## config.mk

```make
export PLATFORM = sky130hd
export DESIGN_NAME = tcb_riscv2memory
export DESIGN_NICKNAME = d
export VERILOG_FILES = /design/src/source/tcb_pkg.sv /design/src/source/tcb_riscv2memory.sv
export VERILOG_INCLUDE_DIRS = /design/src /design/src/source
export SDC_FILE = /design/constraint.sdc
export NUM_CORES = 1
export LEC_CHECK = 0
export ABC_AREA = 0
export BUFFER_PORTS_ARGS = -buffer_cell sky130_fd_sc_hd__buf_2
export CAP_MARGIN = 5
export CELL_PAD_IN_SITES_DETAIL_PLACEMENT = 1
export CELL_PAD_IN_SITES_GLOBAL_PLACEMENT = 1
export CORE_ASPECT_RATIO = 0.7
export CORE_MARGIN = 5
export CORE_UTILIZATION = 31
export CTS_BUF_LIST = sky130_fd_sc_hd__clkbuf_8
export CTS_CLUSTER_SIZE = 24
export DETAILED_ROUTE_END_ITERATION = 10
export PLACE_DENSITY = 0.8
export SLEW_MARGIN = 20
export SYNTH_ARGS = -nofsm -noshare
export SYNTH_HDL_FRONTEND = slang
export SYNTH_SLANG_ARGS = --single-unit
```

## constraint.sdc

```tcl
create_clock -name sub -period 2.5 [get_ports sub]
set_input_delay 0 -clock sub [delete_from_list [all_inputs] [get_ports sub]]
set_output_delay 0 -clock sub [all_outputs]
set_load 0.005 [all_outputs]
```

## src/source/tcb_cfg.svh

```systemverilog
// tcb data memory subsystem, global sizing constants
`ifndef TCB_CFG_SVH
`define TCB_CFG_SVH

// byte address width
`define TCB_ADR_W 16

// data bus width, fixed at one 32-bit word
`define TCB_DAT_W 32

// byte lanes per word
// lane index is log2 of this wide
`define TCB_BEN 4

// memory size in bytes
// anything at or above this address is out of range
`define TCB_MEM_BYTES 1024

`endif

```

## src/source/tcb_pkg.sv

```systemverilog
// tcb data memory subsystem, shared enum types for opcode, size and byte order
package tcb_pkg;

  //////////////////////////////////////////////////////////////////////
  // request field encodings
  //////////////////////////////////////////////////////////////////////

  // access direction
  typedef enum logic {
    op_read  = 1'b0,
    op_write = 1'b1
  } tcb_op_e;

  // access size as log2 of byte count
  // code 2'b11 is illegal, decoded as misaligned
  typedef enum logic [1:0] {
    siz_byte = 2'd0,
    siz_half = 2'd1,
    siz_word = 2'd2
  } tcb_siz_e;

  // byte order of the item within its lanes
  typedef enum logic {
    ndn_little = 1'b0,
    ndn_big    = 1'b1
  } tcb_ndn_e;

endpackage

```

## src/source/tcb_riscv2memory.sv

```systemverilog
// tcb riscv to memory converter, alignment check, lane mapping and read realignment
`timescale 1ns/1ps
`include "tcb_cfg.svh"

module tcb_riscv2memory (
  // clock and reset
  input  logic                  sub,
  input  logic                  rst_n,
  // registered request
  input  logic                  q_vld,
  input  tcb_pkg::tcb_op_e      q_op,
  input  tcb_pkg::tcb_siz_e     q_siz,
  input  tcb_pkg::tcb_ndn_e     q_ndn,
  input  logic                  q_uns,
  input  logic [`TCB_ADR_W-1:0] q_adr,
  input  logic [`TCB_DAT_W-1:0] q_wdt,
  input  logic                  q_oor,
  // memory side
  output logic                  mem_vld,
  output logic                  mem_wen,
  output logic [`TCB_BEN-1:0]   mem_ben,
  output logic [`TCB_ADR_W-1:0] mem_adr,
  output logic [`TCB_DAT_W-1:0] mem_wdt,
  input  logic [`TCB_DAT_W-1:0] mem_rdt,
  // realigned response towards the formatter
  output logic                  al_vld,
  output logic [`TCB_DAT_W-1:0] al_rdt,
  output tcb_pkg::tcb_siz_e     al_siz,
  output logic                  al_uns,
  output logic                  al_err,
  output tcb_pkg::tcb_op_e      al_op
);

  localparam int unsigned ADR_W = `TCB_ADR_W;
  localparam int unsigned BEN   = `TCB_BEN;
  localparam int unsigned LW    = $clog2(BEN);

  // misaligned decode and combined error
  logic mal;
  logic err;
  // lane offset of the first item byte
  logic [LW-1:0] off;
  // item length in bytes, 1 to BEN
  logic [LW:0]   num;
  // bytes present in the item, low justified
  logic [BEN-1:0] itm_ben;
  // per lane: which item byte it carries
  logic [BEN-1:0][LW-1:0] sel_wdt;
  // per item byte: which lane it comes from, and its delayed copy
  logic [BEN-1:0][LW-1:0] sel_rdt;
  logic [BEN-1:0][LW-1:0] sel_rdt_q;
  // byte views of the data paths
  logic [BEN-1:0][7:0] q_wdt_b;
  logic [BEN-1:0][7:0] mem_wdt_b;
  logic [BEN-1:0][7:0] mem_rdt_b;
  logic [BEN-1:0][7:0] al_rdt_b;

  //////////////////////////////////////////////////////////////////////
  // alignment
  //////////////////////////////////////////////////////////////////////

  // same decode for loads and stores
  always_comb begin
    case (q_siz)
      tcb_pkg::siz_byte: begin
        mal = 1'b0;
        num = (LW+1)'(1);
      end
      tcb_pkg::siz_half: begin
        mal = q_adr[0];
        num = (LW+1)'(2);
      end
      tcb_pkg::siz_word: begin
        mal = |q_adr[1:0];
        num = (LW+1)'(4);
      end
      default: begin
        // illegal size code
        mal = 1'b1;
        num = (LW+1)'(BEN);
      end
    endcase
  end

  // errored requests are dropped before the memory
  assign err     = mal | q_oor;
  assign mem_vld = q_vld & ~err;
  assign mem_wen = (q_op == tcb_pkg::op_write);

  // word aligned memory address
  assign off     = q_adr[LW-1:0];
  assign mem_adr = {q_adr[ADR_W-1:LW], {LW{1'b0}}};

  //////////////////////////////////////////////////////////////////////
  // lane mapping
  //////////////////////////////////////////////////////////////////////

  assign q_wdt_b   = q_wdt;
  assign mem_wdt   = mem_wdt_b;
  assign mem_rdt_b = mem_rdt;
  assign al_rdt    = al_rdt_b;

  // selects, modulo lane count via truncation
  always_comb begin
    for (int unsigned i = 0; i < BEN; i++) begin
      if (q_ndn == tcb_pkg::ndn_big) begin
        // big endian mapping is its own inverse
        sel_wdt[i] = LW'(off + num - 1 - i);
        sel_rdt[i] = LW'(off + num - 1 - i);
      end else begin
        sel_wdt[i] = LW'(i - off);
        sel_rdt[i] = LW'(off + i);
      end
    end
  end

  // lane muxes for enables and write data
  // lanes outside the item land on item bytes >= num
  always_comb begin
    for (int unsigned k = 0; k < BEN; k++) begin
      itm_ben[k] = (k < num);
    end
    for (int unsigned i = 0; i < BEN; i++) begin
      mem_ben[i]   = itm_ben[sel_wdt[i]];
      mem_wdt_b[i] = q_wdt_b[sel_wdt[i]];
    end
  end

  //////////////////////////////////////////////////////////////////////
  // read side, one cycle behind the request
  //////////////////////////////////////////////////////////////////////

  always_ff @(posedge sub or negedge rst_n) begin
    if (!rst_n) begin
      al_vld <= 1'b0;
    end else begin
      al_vld <= q_vld;
    end
  end

  // matches the sram read latency
  always_ff @(posedge sub) begin
    if (q_vld) begin
      sel_rdt_q <= sel_rdt;
      al_siz    <= q_siz;
      al_uns    <= q_uns;
      al_err    <= err;
      al_op     <= q_op;
    end
  end

  // item bytes back to the low end
  always_comb begin
    for (int unsigned k = 0; k < BEN; k++) begin
      al_rdt_b[k] = mem_rdt_b[sel_rdt_q[k]];
    end
  end

endmodule

```

# Yosys cells after proc, flatten, opt, wreduce, memory -nomap -nowiden
# Cells that the tools add are included.
op_classes:
  bitwise_logic: 3
  reduce_logical: 2
  muxes: 34
  n_shift: 0
  order_cmp: 12
  div_mod_pow: 0
  add_sub_neg: 12
  n_eq_ne: 2
  n_mul: 0
op_table:
  columns: ["cell", "count"]
  rows:
  - ["8-bit binary-select mux with 2-bit select", 8]
  - ["8-bit 2-to-1 mux", 8]
  - ["2-bit by 3-bit less-than comparator with 1-bit output (second input constant)", 8]
  - ["2-bit 2-to-1 mux", 8]
  - ["1-bit binary-select mux with 2-bit select", 4]
  - ["1-bit by 3-bit less-than comparator with 1-bit output (first input constant)", 2]
  - ["2-bit by 3-bit less-than comparator with 1-bit output (first input constant)", 2]
  - ["3-bit case mux with 2 select lines", 1]
  - ["2-bit by 1-bit subtractor with 2-bit output (second input constant)", 3]
  - ["2-bit adder (second input constant)", 2]
  - ["1-bit 2-to-1 mux", 4]
  - ["1-bit by 2-bit subtractor with 2-bit output (first input constant)", 2]
  - ["2-bit subtractor (first input constant)", 2]
  - ["1-bit case mux with 3 select lines", 1]
  - ["2-bit by 1-bit adder with 2-bit output (second input constant)", 1]
  - ["2-bit adder", 1]
  - ["2-bit by 1-bit equality test with 1-bit output (second input constant)", 1]
  - ["2-bit equality test (second input constant)", 1]
  - ["2-bit zero test", 1]
  - ["2-bit OR reduction", 1]
  - ["2-bit subtractor (second input constant)", 1]
  - ["1-bit AND", 1]
  - ["1-bit inverter", 1]
  - ["1-bit OR", 1]
word_totals:
  word_cells: 74
  latchBits: 0
  n_memories: 0
  mem_bits_rw: 0
  romBits: 0
  in_bits: 89
  ff_bits: 14
  out_inout_bits: 92

# Longest topological paths before layout
depth:
  ltp_word: 8
  mapped_depth: 12
  ltp_nobuf: 8

# Least setup slack after synthesis
# OpenSTA, ideal clock, no wires.
synth_timing:
  path_kind: "input to output"
  startpoint: "in q_adr[0]"
  endpoint: "out mem_wdt[12]"
  arrival_time_ps: 2395
  slack_ps: 105
  n_path_buf: 4
  cell_stages: 10
  required_time_ps: 2500
  cell_sequence: "buf_2 -> clkbuf_1 -> inv_1 -> ha_1 -> nand2b_1 -> buf_2 -> a21boi_2 -> inv_2 -> buf_2 -> mux4_1"
synth_between:
  elab_chain_cells: 6
  elab_cells_between_ends: 7
  classes_between: "add/sub: 4; mux: 3"
synth_lines:
  columns: ["item", "line_no", "source"]
  rows:
  - ["from (decl)", "tcb_riscv2memory.sv:15", "input logic [`TCB_ADR_W-1:0] q_adr,"]
  - ["2-bit adder", "tcb_riscv2memory.sv:108", "sel_wdt[i] = LW'(off + num - 1 - i);"]
  - ["2-bit by 1-bit subtractor with 2-bit output (2 in series)", "tcb_riscv2memory.sv:108", null]
  - ["2-bit 2-to-1 mux (*)", "tcb_riscv2memory.sv:106", "if (q_ndn == tcb_pkg::ndn_big) begin"]
  - ["8-bit binary-select mux with 2-bit select (*)", "tcb_riscv2memory.sv:125", "mem_wdt_b[i] = q_wdt_b[sel_wdt[i]];"]
  - ["8-bit 2-to-1 mux (not written as such) (*)", "tcb_riscv2memory.sv:125", null]
  - ["to (decl)", "tcb_riscv2memory.sv:23", "output logic [`TCB_DAT_W-1:0] mem_wdt,"]
# Every way passes the cells marked *; elsewhere a longest branch is shown, timed or not. The select of a mux whose other input is x is not followed.

# Worst setup path in the final report
layout_timing:
  startpoint: "in q_siz[0]"
  endpoint: "out mem_wdt[9]"
layout_between:
  elab_chain_cells: 8
  elab_cells_between_ends: 9
  classes_between: "add/sub: 3; eq/ne: 1; mux: 4; reduce/logical: 1"
layout_lines:
  columns: ["item", "line_no", "source"]
  rows:
  - ["from (decl)", "tcb_riscv2memory.sv:12", "input tcb_pkg::tcb_siz_e q_siz,"]
  - ["2-bit by 1-bit equality test with 1-bit output or 2-bit zero test (tied branches)", "tcb_riscv2memory.sv:64", "case (q_siz)"]
  - ["3-bit case mux with 2 select lines (*)", "tcb_riscv2memory.sv:64", null]
  - ["2-bit adder (*)", "tcb_riscv2memory.sv:108", null]
  - ["2-bit by 1-bit subtractor with 2-bit output (*) (2 in series)", "tcb_riscv2memory.sv:108", null]
  - ["2-bit 2-to-1 mux (*)", "tcb_riscv2memory.sv:106", null]
  - ["8-bit binary-select mux with 2-bit select (*)", "tcb_riscv2memory.sv:125", null]
  - ["8-bit 2-to-1 mux (not written as such) (*)", "tcb_riscv2memory.sv:125", null]
# Marked as above.

==> impl_metrics.tcl <==
set metrics [dict create \
    antenna_found_initial 0 \
    ys_warn_count 0 \
    worstPathArrival_ns 2.43 \
    antenna_cells 0 \
    end_kind "output pin" \
    timing.slew.headroom_pct 45.6 \
    ys_top_cells_by_area "mux4_2, mux4_1, mux2i_1, edfxtp_1, o221ai_1" \
    synthDistinctLibCells 35 \
    worst_slack_ns 0.0738 \
    die_h_um 92.5 \
    combPwrFrac_pct 69.6 \
    start_util_pct 31.4 \
    pre_cts_slack_ns -0.0671 \
    dpl.hpwl_mm 8.17 \
    grt_setup_unrepaired "true" \
    cp-start-kind "input pin" \
    grt_pass1_wl_mm 15.8 \
    seq_area_frac_synth_pct 11.8 \
    syn_avg_cell_area_um2 13.5 \
    vias_per_cell 5.64 \
    grtUsageTotal_pct 16.4 \
    worstPathCellList "buf_2, or2_2, ha_1, nand2b_1, buf_4, a21boi_2, buf_4, mux4_1, buf_2" \
    seqCellArea_um2 355 \
    netlist.area_leader.share_pct 35.9 \
    synth_area_leader_cell "mux4_2" \
    vias 2708 \
    hp-start "q_adr[6]" \
    worst_ir_drop_vdd_uv 200 \
    root_buffer "clkbuf_8" \
    status "finished, final reports clean" \
    multiInputGateArea_um2 2390 \
    routabilityCongestion 0.867 \
    io_pins 181 \
    crit_slowest_cell "mux4_1" \
    maxCapViolCount 0 \
    timing.fmax_mhz 412 \
    min_path_type "input pin to output pin" \
    first_pass_iters 4 \
    fp.coreArea_um2 9610 \
    cp_max_fo 11 \
    cts_tree "done" \
    chipWidth_um 128 \
    p_switching_mw 0.572 \
    timing.hold.ws_ns 0.00000224 \
    drc 0 \
    rows 30 \
    drive_gt1_share_pct 63.4 \
    drtAntennaViolNets 0 \
    fillers 1111 \
    cp.required_ns 2.50 \
    min_to "mem_adr[6]" \
    layout_min_cycle_time_ns 2.43 \
    min_path_cells 0 \
    clock_sinks 12 \
    final_common_cell "buf_2" \
    dieArea_um2 11800 \
    sw_frac_of_total_pct 38.6 \
    powerDensity_nw_per_um2 388 \
    cts_buffers 3 \
    grt_pass1_vias 2973 \
    pwr-share-seq_pct 18.7 \
    final_cell_mix "buf_2, mux4_2, mux2i_1" \
    grt_max_degree 19 \
    clkPwrFrac_pct 11.7 \
    drt-total-wl_mm 10.2 \
    final_max_slew_viol_count 0 \
    internal_power_mw 0.912 \
    tightest_slew_ns 0.816 \
    netlist_instances 224 \
    ys_async_sr_fraction_pct 8.33 \
    max_stage_delay_ns 0.59 \
    clockBufferDepth 2 \
    setup_viol 0 \
    finalNetCount 445 \
    finalCritPeriodShare_pct 97.0 \
    crit_type "input pin to output pin" \
    port_buffers 150 \
    synth-edff-count 11 \
    yosys_most_used_dff "edfxtp_1" \
    grt-ovfl-total 0 \
    p_leak_nw 1.72 \
    syn_area_um2 3020 \
    yosys_register_bits 12 \
    drtIter0Drc 107 \
    cts_setup_buffers 0 \
    wl_per_cell_um 21.3 \
    htree_levels 1 \
    hold_violations 0 \
    areaGrowthSynthToFinish_pct 26.8 \
]
==> worst max-delay path by stage <==
stage                     startpoint          end  slack [ns]
after global placement      q_siz[0]  mem_wdt[26]        0.09
after detailed placement    q_siz[0]   mem_wdt[9]       -0.07
final                       q_siz[0]   mem_wdt[9]        0.07
after floorplan             q_adr[0]  mem_wdt[12]        0.10
after CTS                   q_siz[0]  mem_wdt[31]        0.03
after global routing        q_siz[0]   mem_ben[3]       -0.06
==> state kept, by name, indices dropped and copies added (netlist names) <==
register   count
al_vld         1
al_err         1
al_uns         1
sel_rdt_q      6
al_op          1
al_siz         2
==> power groups by stage <==
stage	Combinational, mW	Clock (mW)	Sequential (mW)
floorplan	0.680	0	0.252
global placement	0.998	0	0.280
detailed placement	1.04	0	0.281
CTS	1.05	0.181	0.277
global route	1.11	0.194	0.280
finish	1.03	0.174	0.277
==> through the flow <==
stage          total power [mW]  util, %  TNS, ns  instances  area, um^2
2_1_floorplan             0.932        -        0        225        3020
3_3_place_gp               1.28     38.9        0        473        3740
3_5_place_dp               1.32     38.9   -0.646        473        3740
4_1_cts                    1.51     39.8        0        480        3820
5_1_grt                    1.59     39.8   -0.578        480        3820
6_report                   1.48     39.8        0        480        3820
==> area by class of cell <==
type | instances | area share, %
tap | 128 | 4.19
inverter | 7 | 0.720
clock inverter | 1 | 0.0982
sequential | 12 | 9.29
clock buffer | 3 | 1.08
multi-input combinational | 167 | 62.4
timing repair buffer | 162 | 22.2
==> critical path, delay by kind of cell <==
kind | cells | cell delay (ns)
multiplexers | 1 | 0.59
buffers and inverters | 4 | 0.75
AND/OR/NAND/NOR | 2 | 0.52
adder cells (fa/ha/maj) | 1 | 0.35
AO/OA/AOI/OAI | 1 | 0.21
==> synthesized netlist by cell type, types with 2 or more instances <==
| master | n |
|---|---|
| edfxtp_1 | 11 |
| xnor2_1 | 2 |
| nor2_1 | 3 |
| or2_2 | 2 |
| mux4_2 | 48 |
| a21oi_1 | 2 |
| nor2b_1 | 2 |
| xnor2_2 | 2 |
| nand2_1 | 18 |
| clkbuf_1 | 11 |
| inv_2 | 2 |
| mux4_1 | 16 |
| buf_2 | 7 |
| inv_1 | 5 |
| o221ai_1 | 16 |
| buf_6 | 2 |
| ha_1 | 3 |
| mux2i_1 | 37 |
| nand2b_1 | 3 |
| buf_4 | 17 |
==> routing by layer <==
layer	global-route usage (%)	wire, um
met1	20.7	4030
met2	30.4	5680
met3	1.73	381
met4	3.09	114
met5	0	0
==> timing repair <==
action                                  in CTS  in global routing
pin swaps                                    0                  0
gates resized for setup                      1                  1
hold endpoints to repair                     3                  0
hold buffers                                 3                  0
endpoints found under the setup margin      16                 16
==> kinds of logic (layout without fill, tap and decap cells) <==
logic type / count (synthesis) / in the layout / share of synthesized area, %
AOI/OAI and AO/OA: 23 / 23 / 6.27
xor gates and xnor gates: 7 / 7 / 4.03
adders and majority gates: 3 / 3 / 1.24
buffers and inverters: 46 / 173 / 9.54
DFF: 12 / 12 / 11.8
muxes: 101 / 101 / 62.1
other: 1 / 2 / 0.124
and+or+nand+nor: 31 / 31 / 4.94
(Power assumes the default switching activity.)
