### src/source/tcb_cfg.svh
// tcb data memory subsystem, global sizing constants
`ifndef TCB_CFG_SVH
`define TCB_CFG_SVH

// byte address width
`define TCB_ADR_W 16

// data bus width, fixed at one 32-bit word
`define TCB_DAT_W 32

// byte lanes per word
// lane index is log2 of this wide
`define TCB_BEN 4

// memory size in bytes
// anything at or above this address is out of range
`define TCB_MEM_BYTES 1024

`endif

### src/source/tcb_pkg.sv
// tcb data memory subsystem, shared enum types for opcode, size and byte order
package tcb_pkg;

  //////////////////////////////////////////////////////////////////////
  // request field encodings
  //////////////////////////////////////////////////////////////////////

  // access direction
  typedef enum logic {
    op_read  = 1'b0,
    op_write = 1'b1
  } tcb_op_e;

  // access size as log2 of byte count
  // code 2'b11 is illegal, decoded as misaligned
  typedef enum logic [1:0] {
    siz_byte = 2'd0,
    siz_half = 2'd1,
    siz_word = 2'd2
  } tcb_siz_e;

  // byte order of the item within its lanes
  typedef enum logic {
    ndn_little = 1'b0,
    ndn_big    = 1'b1
  } tcb_ndn_e;

endpackage

### src/source/tcb_rsp_fmt.sv
// tcb response formatter, sign or zero extension of loads and error data masking
`timescale 1ns/1ps
`include "tcb_cfg.svh"

module tcb_rsp_fmt (
  // realigned response from the converter
  input  logic                  al_vld,
  input  logic [`TCB_DAT_W-1:0] al_rdt,
  input  tcb_pkg::tcb_siz_e     al_siz,
  input  logic                  al_uns,
  input  logic                  al_err,
  input  tcb_pkg::tcb_op_e      al_op,
  // processor side response
  output logic                  rsp_vld,
  output logic [`TCB_DAT_W-1:0] rsp_rdt,
  output logic                  rsp_err
);

  localparam int unsigned DAT_W = `TCB_DAT_W;

  // fill bit for the upper bytes
  logic             sgn;
  // extended item before masking
  logic [DAT_W-1:0] ext;

  //////////////////////////////////////////////////////////////////////
  // extension
  //////////////////////////////////////////////////////////////////////

  // item is already low justified
  always_comb begin
    case (al_siz)
      tcb_pkg::siz_byte: begin
        sgn = al_rdt[7] & ~al_uns;
        ext = {{(DAT_W-8){sgn}}, al_rdt[7:0]};
      end
      tcb_pkg::siz_half: begin
        sgn = al_rdt[15] & ~al_uns;
        ext = {{(DAT_W-16){sgn}}, al_rdt[15:0]};
      end
      default: begin
        // full word, nothing to extend
        // illegal size never gets here without al_err
        sgn = 1'b0;
        ext = al_rdt;
      end
    endcase
  end

  //////////////////////////////////////////////////////////////////////
  // response
  //////////////////////////////////////////////////////////////////////

  assign rsp_vld = al_vld;

  // error only meaningful with the strobe
  assign rsp_err = al_vld & al_err;

  // zero data on errors and on stores
  assign rsp_rdt = (al_err || (al_op == tcb_pkg::op_write)) ? '0 : ext;

endmodule

### config.mk
export PLATFORM = sky130hd
export DESIGN_NAME = tcb_rsp_fmt
export DESIGN_NICKNAME = d
export VERILOG_FILES = /design/src/source/tcb_pkg.sv /design/src/source/tcb_rsp_fmt.sv
export VERILOG_INCLUDE_DIRS = /design/src /design/src/source
export SDC_FILE = /design/constraint.sdc
export NUM_CORES = 1
export LEC_CHECK = 0
export BUFFER_PORTS_ARGS = -buffer_cell sky130_fd_sc_hd__buf_2
export CAP_MARGIN = 5
export CORE_MARGIN = 5
export CORE_UTILIZATION = 31
export DETAILED_ROUTE_END_ITERATION = 7
export PLACE_DENSITY = 0.95
export SYNTH_ARGS = -nofsm -noshare
export SYNTH_HDL_FRONTEND = slang
export SYNTH_SLANG_ARGS = --single-unit
### constraint.sdc
create_clock -name vclk -period 2.2
set_input_delay 0.44 -clock vclk [all_inputs]
set_output_delay 0.44 -clock vclk [all_outputs]
set_load 0.01 [all_outputs]
## Word-level counts from Yosys, hierarchy flattened

Cells that the tools add are included.

| word-level totals | value |
|---|---|
| register bits | 0 |
| logic and storage cells | 9 |

| operators by class | value |
|---|---|
| equal/unequal tests | 1 |
| muxes and demuxes | 2 |
| bitwise logic cells | 4 |
| reductions and logical operators | 2 |

Operators with widths:

| kind | count |
|---|---|
| case mux 32 bit (2 select lines) | 1 |
| two-way mux 32 bit | 1 |
| bitwise AND 1 bit | 3 |
| equality test 2 x 1 -> 1 bit (second input constant) | 1 |
| zero test 2 bit | 1 |
| logical OR 1 bit | 1 |
| inverter 1 bit | 1 |

## Depth between registers and ports, before layout

Gate-level depths: netlist of run 1.

| depth | value |
|---|---|
| word-level depth | 4 |
| depth in mapped cells | 5 |
| gate-level depth less buffers | 2 |

## Worst setup path before layout of run 1

Ideal clock, no wire load.

| path | value |
|---|---|
| kind | input to output |
| start | input port al_siz[1] |
| end | output port rsp_rdt[21] |
| arrival | 1.519 ns |
| path slack | 0.241 ns |
| cell stages on the path | 5 |
| path buffers | 3 |
| cells stage by stage | buf_6 > or4_4 > buf_6 > buf_6 > o22ai_2 |

| on the way | value |
|---|---|
| longest elaborated chain between the ends | 3 |
| elaborated cells on any way between the ends | 4 |

RTL lines:

| what | RTL line | text |
|---|---|---|
| from (decl) | tcb_rsp_fmt.sv:9 | `input tcb_pkg::tcb_siz_e al_siz,` |
| equality test 2 x 1 -> 1 bit / zero test 2 bit (equally long branches) | -- |  |
| case mux 32 bit (2 select lines) (*) | tcb_rsp_fmt.sv:32 | `case (al_siz)` |
| two-way mux 32 bit (*) | tcb_rsp_fmt.sv:60 | `assign rsp_rdt = (al_err \|\| (al_op == tcb_pkg::op_write)) ? '0 : ext;` |
| to (decl) | tcb_rsp_fmt.sv:15 | `` output logic [`TCB_DAT_W-1:0] rsp_rdt, `` |

Every way passes the cells marked *; elsewhere a longest branch is shown, timed or not.

## Worst setup path after layout of run 1

| path | value |
|---|---|
| start | input port al_siz[1] |
| end | output port rsp_rdt[17] |

Same word-level chain as after synthesis.

==> results of run 1 <==
worst max-delay path: cells and delay by family:
family | cells | cell delay (ns)
and+or+nand+nor | 1 | 0.68
buffers and inverters | 2 | 0.30
AOI/OAI and AO/OA | 1 | 0.22
final cells by class:
type               count  area (um2)
multi-input cells     62         404
fillers              154         682
well taps             16        20.0
repair buffers        75         383
metal layers:
layer  track usage  vias to the layer above  wire (um)
li1              -                      391          -
met1         0.167                      325        719
met2         0.292                       37       1090
met3        0.0306                        0        193
met4       0.00897                        0          0
met5             0                        -          0
power breakdown:
part | switching, mW | internal, mW
clock | 0 | 0
combinational | 0.0773 | 0.0682
sequential | 0 | 0
through the flow:
stage | std cells | utilization | hold slack (ns)
2_1_floorplan | 74 | - | 0.972
3_3_place_gp | 153 | 0.542 | 1.07
3_5_place_dp | 153 | 0.542 | 1.08
4_1_cts | 153 | 0.542 | 1.08
5_1_grt | 153 | 0.542 | 1.10
6_report | 153 | 0.542 | 1.08
layout by cell type, fill, tap and decap left out:
| master | netlist | routed |
|---|---|---|
| a21oi_1 | 8 | 8 |
| and2_1 | 9 | 9 |
| buf_2 | 3 | 72 |
| buf_4 | 1 | 3 |
| mux2i_2 | 0 | 1 |
| nand2_1 | 16 | 16 |
| nor2_1 | 1 | 1 |
| o21ai_0 | 8 | 8 |
| o22ai_1 | 6 | 6 |
| o22ai_2 | 10 | 10 |
| or2_2 | 1 | 1 |
| or4_4 | 1 | 1 |
| or4b_1 | 1 | 1 |
logic make-up (layout without fill, tap and decap cells):
| family | Yosys count | in the layout | share of synthesized area |
|---|---|---|---|
| buf+inv | 12 | 75 | 0.158 |
| mux | 1 | 1 | 0.0211 |
| simple gates | 29 | 29 | 0.311 |
| compound gates | 32 | 32 | 0.511 |
worst max path at each step:
| stage | to | slack (ns) | cells after the start |
|---|---|---|---|
| 4_1_cts | rsp_rdt[17] | 0.13 | 4 |
| 3_3_place_gp | rsp_rdt[28] | 0.17 | 4 |
| 6_report | rsp_rdt[17] | 0.12 | 4 |
| 5_1_grt | rsp_rdt[9] | 0.08 | 4 |
| 2_1_floorplan | rsp_rdt[21] | 0.24 | 5 |
| 3_5_place_dp | rsp_rdt[17] | 0.14 | 4 |
==> results.md, run 1 <==
- Crit path max-delay cell type: or4_4
- VDD IR max: approximately 0.093 mV
- Initial antenna violation count: 0
- Power Density: approximately 180 mW/mm2
- Layout cells sized above 1: 0.642
- Largest stage delay on the critical path: 0.68 ns
- Area of placed instances: just over 800 um2
- Crit share post-route: 0.945
- Synth area leaders: o22ai_2 (26%), nand2_1 (13%), and2_1 (12%)
- CP most frequent cell: buf_2
- Core Region: 0.00149 mm2
- DRC errors left: 0
- Starting density of the core: 0.319
- Crit Path Class: in -> out
- Final net count: about 180
- DIE AREA: 0.00242 mm2
- Tot Pwr: 145 uW
- Syn_nets: 112
- Vias: 753
- Minimum clock period: roughly 2.1 ns
- Worst slew margin: 0.653
- Pre-antenna DRT Iters: 2
- Tot GR Track Use: 0.149
- Routability cong.: 0.839
- Yosys top cell by area: o22ai_2
- Final Worst Setup Slack: 0.120 ns
- CLK BUF: 0
- Unrepaired setup endpoints after global routing: false
- Area delta synth->final: 69.7%
- Vias/cell: approximately 4.9
- Largest net degree at the start of global routing: 25
- Hpwl dp: 1670 um
- WL/cell: 13.1 um
- Num rows: 14
- Max Slew Vio Count: 0
- Gate count of the mapped netlist: between 70 and 80
- Synthesized area: 475 um2
- Max-cap viol count: 0
- N_diodes: 0
- Die Height: between 40 and 50 um
- Pre-CTS WS: 0.136 ns
- Worst Hold Path Cells: 2
- TNS Setup: 0 ns
- Ports: 72
- Critical path launch point type: input port
- Congestion Overflow GR: 0
- Vias in the first global route: 726
- First-pass GRT wire length: 3130 um
- Setup bufs post-CTS: 0
- Post-DRT Antenna Nets: 0
- Final setup vio count: 0
- Critical path data required time: 1.76 ns
- Synth cell types: 15
- Hold-fix buffers at CTS: 0
- Peak Freq: ~480 MHz
- Hold Path Class: in -> out
- Outcome: finished, final reports clean
- Final wirelength: 2000 um
- Most numerous cell in the Yosys netlist: nand2_1
- P_leak: 0.471 nW
- Min-delay src: al_vld
- Share of the synthesized area in the top cell type: 0.263
- Crit-path max FO: 16
- Seq Cell Count: 0
- FF+latch area: 0 um2
- Post-CTS resize count: 0
- Port-buffer cells: 72
- Final hold vios: 0
- Critical Path, Cell by Cell: buf_2, or4_4, o22ai_1, buf_2
- Avg Cell Area, Syn: 6.43 um2
- Die X: approximately 50 um
- CP startpoint: al_siz[1]
- CP Capture Type: output pin
- Syn. warnings: 0
- DR iter-0 viols: 4
- Design Area, Final: 807 um2
- Hold Crit Endpoint: rsp_vld
- Worst slew pin tran: 0.521 ns
- Commonest cells post-synth: nand2_1 (16), o22ai_2 (10), and2_1 (9)
- Sequential fraction of the synthesis area: 0
- CP arrival: 1.64 ns
Note: power is estimated with default switching activity, not from simulation.
==> inputs of run 2 (changes only) <==
--- a/config.mk
+++ b/config.mk
@@ -12,6 +12,8 @@
 export CORE_UTILIZATION = 31
 export DETAILED_ROUTE_END_ITERATION = 7
 export PLACE_DENSITY = 0.95
+export RECOVER_POWER = 50
+export SETUP_SLACK_MARGIN = 0.5
 export SYNTH_ARGS = -nofsm -noshare
 export SYNTH_HDL_FRONTEND = slang
 export SYNTH_SLANG_ARGS = --single-unit
==> run 2 against run 1 <==
Effect of this change: flip-flop and latch count unchanged; utilization increased by 21 points; clock-buffer cell count unchanged; wire length increased by 11%; maximum frequency about the same; largest power group unchanged; non-clock buffer count increased by 4; combinational power increased by 43%; first-iteration DRC count increased by 130%.
==> results.md, run 2 (synthesized netlist as in run 1, its figures left out) <==
- Critical Path, Cell by Cell: buf_2, or4b_1, clkbuf_4, a21oi_4, buf_2
- Hold Path Class: in -> out
- Power Density: between 150 and 200 mW/mm2
- CP arrival: around 1.6 ns
- Worst slew margin: 0.736
- Sw Share: 0.517
- Worst hold slack: 1.10 ns
- CP Capture Type: output pin
- Ports: 72
- Critical path launch point type: input port
- Pre-antenna DRT Iters: 4
- Starting density of the core: 0.319
- Crit path max-delay cell type: or4b_1
- Cell Count, Final, Fillers Out: 157
- Hold-fix buffers at CTS: 0
- Seq Cell Count: 0
- Crit share post-route: 0.946
- Initial antenna violation count: 0
- Fillers: 113
- Die X: slightly below 50 um
- Max Slew Vio Count: 0
- Worst slew pin tran: 0.392 ns
- First-pass GRT wire length: 3500 um
- Unrepaired setup endpoints after global routing: true
- Final hold vios: 0
- Crit Path Class: in -> out
- Max-cap viol count: 0
- Vias in the first global route: 796
- Vias: between 800 and 900
- Largest net degree at the start of global routing: 25
- N_diodes: 0
- Routability cong.: 0.757
- WL/cell: 14.2 um
- DRC errors left: 0
- Final Util: 0.756
- Area of placed instances: 0.00101 mm2
- Design Area, Final: roughly 0.0011 mm2
- Critical path data required time: 1.76 ns
- Reg power frac: 0
- CLK BUF: 0
- Outcome: finished, final reports clean
- Most frequent cells in the layout: buf_2 (55), nand2_1 (16), buf_6 (11)
- Peak Freq: 481 MHz
- Congestion Overflow GR: 0
- Crit-path max FO: 10
- Vias/cell: between 5 and 6
- CP most frequent cell: buf_2
- Final net count: 181
- Minimum clock period: between 2 and 2.5 ns
- Largest stage delay on the critical path: 0.47 ns
- DIE AREA: 0.00242 mm2
- VDD IR max: 0.141 mV
- Hpwl dp: 1750 um
- Layout cells sized above 1: 0.674
- Die Height: 49.2 um
- Clock Power Share: 0
- Internal: 100 uW
- Commonest non-fill, non-tap cell in the layout: buf_2
- Sw power: 108 uW
- Dpl cells: 155
- TNS Setup: 0 ns
- Gate power share: 1.000
- Final setup vio count: 0
- Core Region: 0.00149 mm2
- DR iter-0 viols: 9
- Tot GR Track Use: 0.168
- Final wirelength: 2230 um
- Port-buffer cells: just over 70
- Area delta synth->final: 137%
- Num rows: 14
- P_leak: 0.501 nW
- Post-DRT Antenna Nets: 0
- FF+latch area: 0 um2
## run 2: cell types whose count changed in the layout (fill, tap and decap cells not counted), moves of 6 or more
cell      change
o22ai_2       -8
a21oi_4       +8
a21oi_1       -8
buf_6        +11
o22ai_4       +9
clkbuf_1      +6
buf_2        -17
## run 2: worst paths after layout
kind / startpoint / endpoint / depth (start not counted)
max: al_siz[0] / rsp_rdt[10] / 5
min: al_vld / rsp_vld / 2
## run 2: worst max-delay path, delay by kind of cell
family                 cells  cell delay, ns
AO/OA/AOI/OAI              1            0.17
buffers and inverters      3            0.56
AND/OR/NAND/NOR            1            0.47
## run 2: area by class of cell
class | instances | area [um2] | share of cell area
Timing Repair Buffer | 79 | 529 | 0.470
Tap cell | 16 | 20.0 | 0.0178
Multi-Input combinational cell | 62 | 577 | 0.512
## run 2: per-layer routing
metal	wire [um]	GRT usage
met1	784	0.176
met2	1190	0.335
met3	256	0.0520
met4	0	0
met5	0	0
## run 2: power by group through the flow
stage	sequential, mW	clock, mW	combinational (mW)
final	0	0	0.208
after detailed placement	0	0	0.193
after global routing	0	0	0.226
after floorplan	0	0	0.123
after global placement	0	0	0.187
after CTS	0	0	0.199
## run 2: through the flow
step	worst slack [ns]	power (mW)
final	0.120	0.208
after CTS	0.173	0.199
after global routing	0.0813	0.226
after floorplan	0.330	0.123
after detailed placement	0.0914	0.193
after global placement	0.132	0.187
## run 2: repair_timing
item / in CTS / in global routing
setup buffers: 1 / 0
pin swaps: 1 / 2
setup endpoints to repair: 24 / 26
resized for setup: 4 / 11
gates cloned: 0 / 1
==> inputs of run 3 (changes only) <==
--- a/config.mk
+++ b/config.mk
@@ -9,9 +9,9 @@
 export BUFFER_PORTS_ARGS = -buffer_cell sky130_fd_sc_hd__buf_2
 export CAP_MARGIN = 5
 export CORE_MARGIN = 5
-export CORE_UTILIZATION = 31
+export CORE_UTILIZATION = 28
 export DETAILED_ROUTE_END_ITERATION = 7
-export PLACE_DENSITY = 0.95
+export PLACE_DENSITY = 0.92
 export RECOVER_POWER = 50
 export SETUP_SLACK_MARGIN = 0.5
 export SYNTH_ARGS = -nofsm -noshare
==> constraint.sdc (replaced) <==
create_clock -name vclk -period 1.8
set_input_delay 0.36 -clock vclk [all_inputs]
set_output_delay 0.36 -clock vclk [all_outputs]
set_load 0.01 [all_outputs]
==> run 3 against run 2 <==
Effect of this change: the run now ends with negative setup slack left; utilization is 1.3 points higher; hold slack worse by 0.16 ns; final area is 6.6% higher; clock-buffer cell count stayed put; critical path type unchanged; largest cell class unchanged.
==> results.md, run 3 (synthesized netlist as in run 1, its figures left out) <==
- Vias in the first global route: slightly above 800
- Port-buffer cells: 72
- DRC errors left: 0
- Worst hold slack: approximately 0.94 ns
- Hold Path Class: in -> out
- Hold-fix buffers at CTS: 0
- Design Area, Final: 0.00120 mm2
- N_diodes: 0
- Max Slew Vio Count: 0
- Largest net degree at the start of global routing: 17
- First-pass GRT wire length: 3730 um
- Dpl cells: 157
- FF+latch area: 0 um2
- Core Region: 0.00156 mm2
- Pre-antenna DRT Iters: 4
- Crit Path Class: in -> out
- Crit-path max FO: 16
- Ports: 72
- Tot GR Track Use: 0.173
- Final wirelength: 2250 um
- CLK BUF: 0
- Final hold vios: 0
- WL/cell: 14.1 um
- Critical path data required time: 1.44 ns
- Vias/cell: between 5 and 6
- Crit share post-route: 1.02
- CP most frequent cell: buf_2
- Vias: 811
- Final setup vio count: 15
- Peak Freq: 543 MHz
- Commonest non-fill, non-tap cell in the layout: buf_2
- Area delta synth->final: 152%
- Die X: 51.2 um
- Seq Cell Count: 0
- Post-DRT Antenna Nets: 0
- M1 WL: 753 um
- Max-cap viol count: 0
- WL met2: 1290 um
- Power Density: 226 mW/mm2
- Crit path max-delay cell type: or4_4
- Hpwl dp: 1800 um
- Buf/Inv on CP: 3
- VDD IR max: 0.159 mV
- Starting density of the core: 0.305
- CP Capture Type: output pin
- Final Worst Setup Slack: -0.0406 ns
- Crit path max-delay family: simple AND/OR/NAND/NOR gates
- DIE AREA: ~0.0026 mm2
- Worst slew margin: 0.741
- Unrepaired setup endpoints after global routing: true
- Final Util: 0.770
- P_leak: ~0.53 nW
- Critical path launch point type: input port
- Max layer used: met3
- Cell Count, Final, Fillers Out: 159
- Final net count: around 180
- Die Height: between 50 and 60 um
- Tot Pwr: approximately 270 uW
- CP arrival: 1.48 ns
- Initial antenna violation count: 0
- Failing checks: negative setup slack
- Metal3 WL: 203 um
- Outcome: complete, but fails checks
- Critical Path, Cell by Cell: buf_2, or4_4, buf_12, o22ai_1, buf_2
- Most frequent cells in the layout: buf_2 (49), nand2_1 (16), buf_6 (16)
- Worst slew pin tran: between 0.3 and 0.4 ns
- Area of placed instances: around 0.0010 mm2
- DR iter-0 viols: 5
- Routability cong.: 0.812
- Minimum clock period: 1.84 ns
- Num rows: 14
- Layout cells sized above 1: 0.706
- Largest stage delay on the critical path: 0.52 ns
- Congestion Overflow GR: 0
[run 3: changes by cell type in the layout (fill, tap and decap cells not counted), sizes merged]
cell / before / now
buf: 71 / 75
clkbuf: 8 / 6
[run 3: metrics by stage]
step,setup TNS [ns],setup slack [ns]
detailed placement,-2.35,-0.144
floorplan,0,0.0899
finish,-0.406,-0.0406
CTS,-0.483,-0.0490
global route,-0.875,-0.0728
global placement,-1.77,-0.111
[run 3: final timing paths]
| kind | start | depth (start not counted) | end | slack, ns |
|---|---|---|---|---|
| hold / removal | al_vld | 2 | rsp_vld | 0.94 |
| setup / recovery | al_uns | 5 | rsp_rdt[17] | -0.04 |
[run 3: per-layer routing]
| metal | global-route usage | vias up |
|---|---|---|
| met4 | 0 | 0 |
| met5 | 0 | - |
| li1 | - | 403 |
| met3 | 0.0174 | 0 |
| met2 | 0.358 | 33 |
| met1 | 0.197 | 375 |
[run 3: cell type report]
cell class	instances	area, um2
Multi-Input combinational cell	62	599
Fill cell	118	359
Tap cell	16	20.0
Timing Repair Buffer	81	581
[run 3: power breakdown]
part / internal (mW) / total, mW / leakage [nW] / switching [mW]
combinational: 0.136 / 0.271 / 0.527 / 0.136
sequential: 0 / 0 / 0 / 0
clock: 0 / 0 / 0 / 0
total: 0.136 / 0.271 / 0.527 / 0.136
[run 3: timing repair]
item,4_1_cts,5_1_grt
setup endpoints to repair,32,32
cloned,0,0
pin swaps,3,0
resized for setup,18,10
setup buffers,2,0
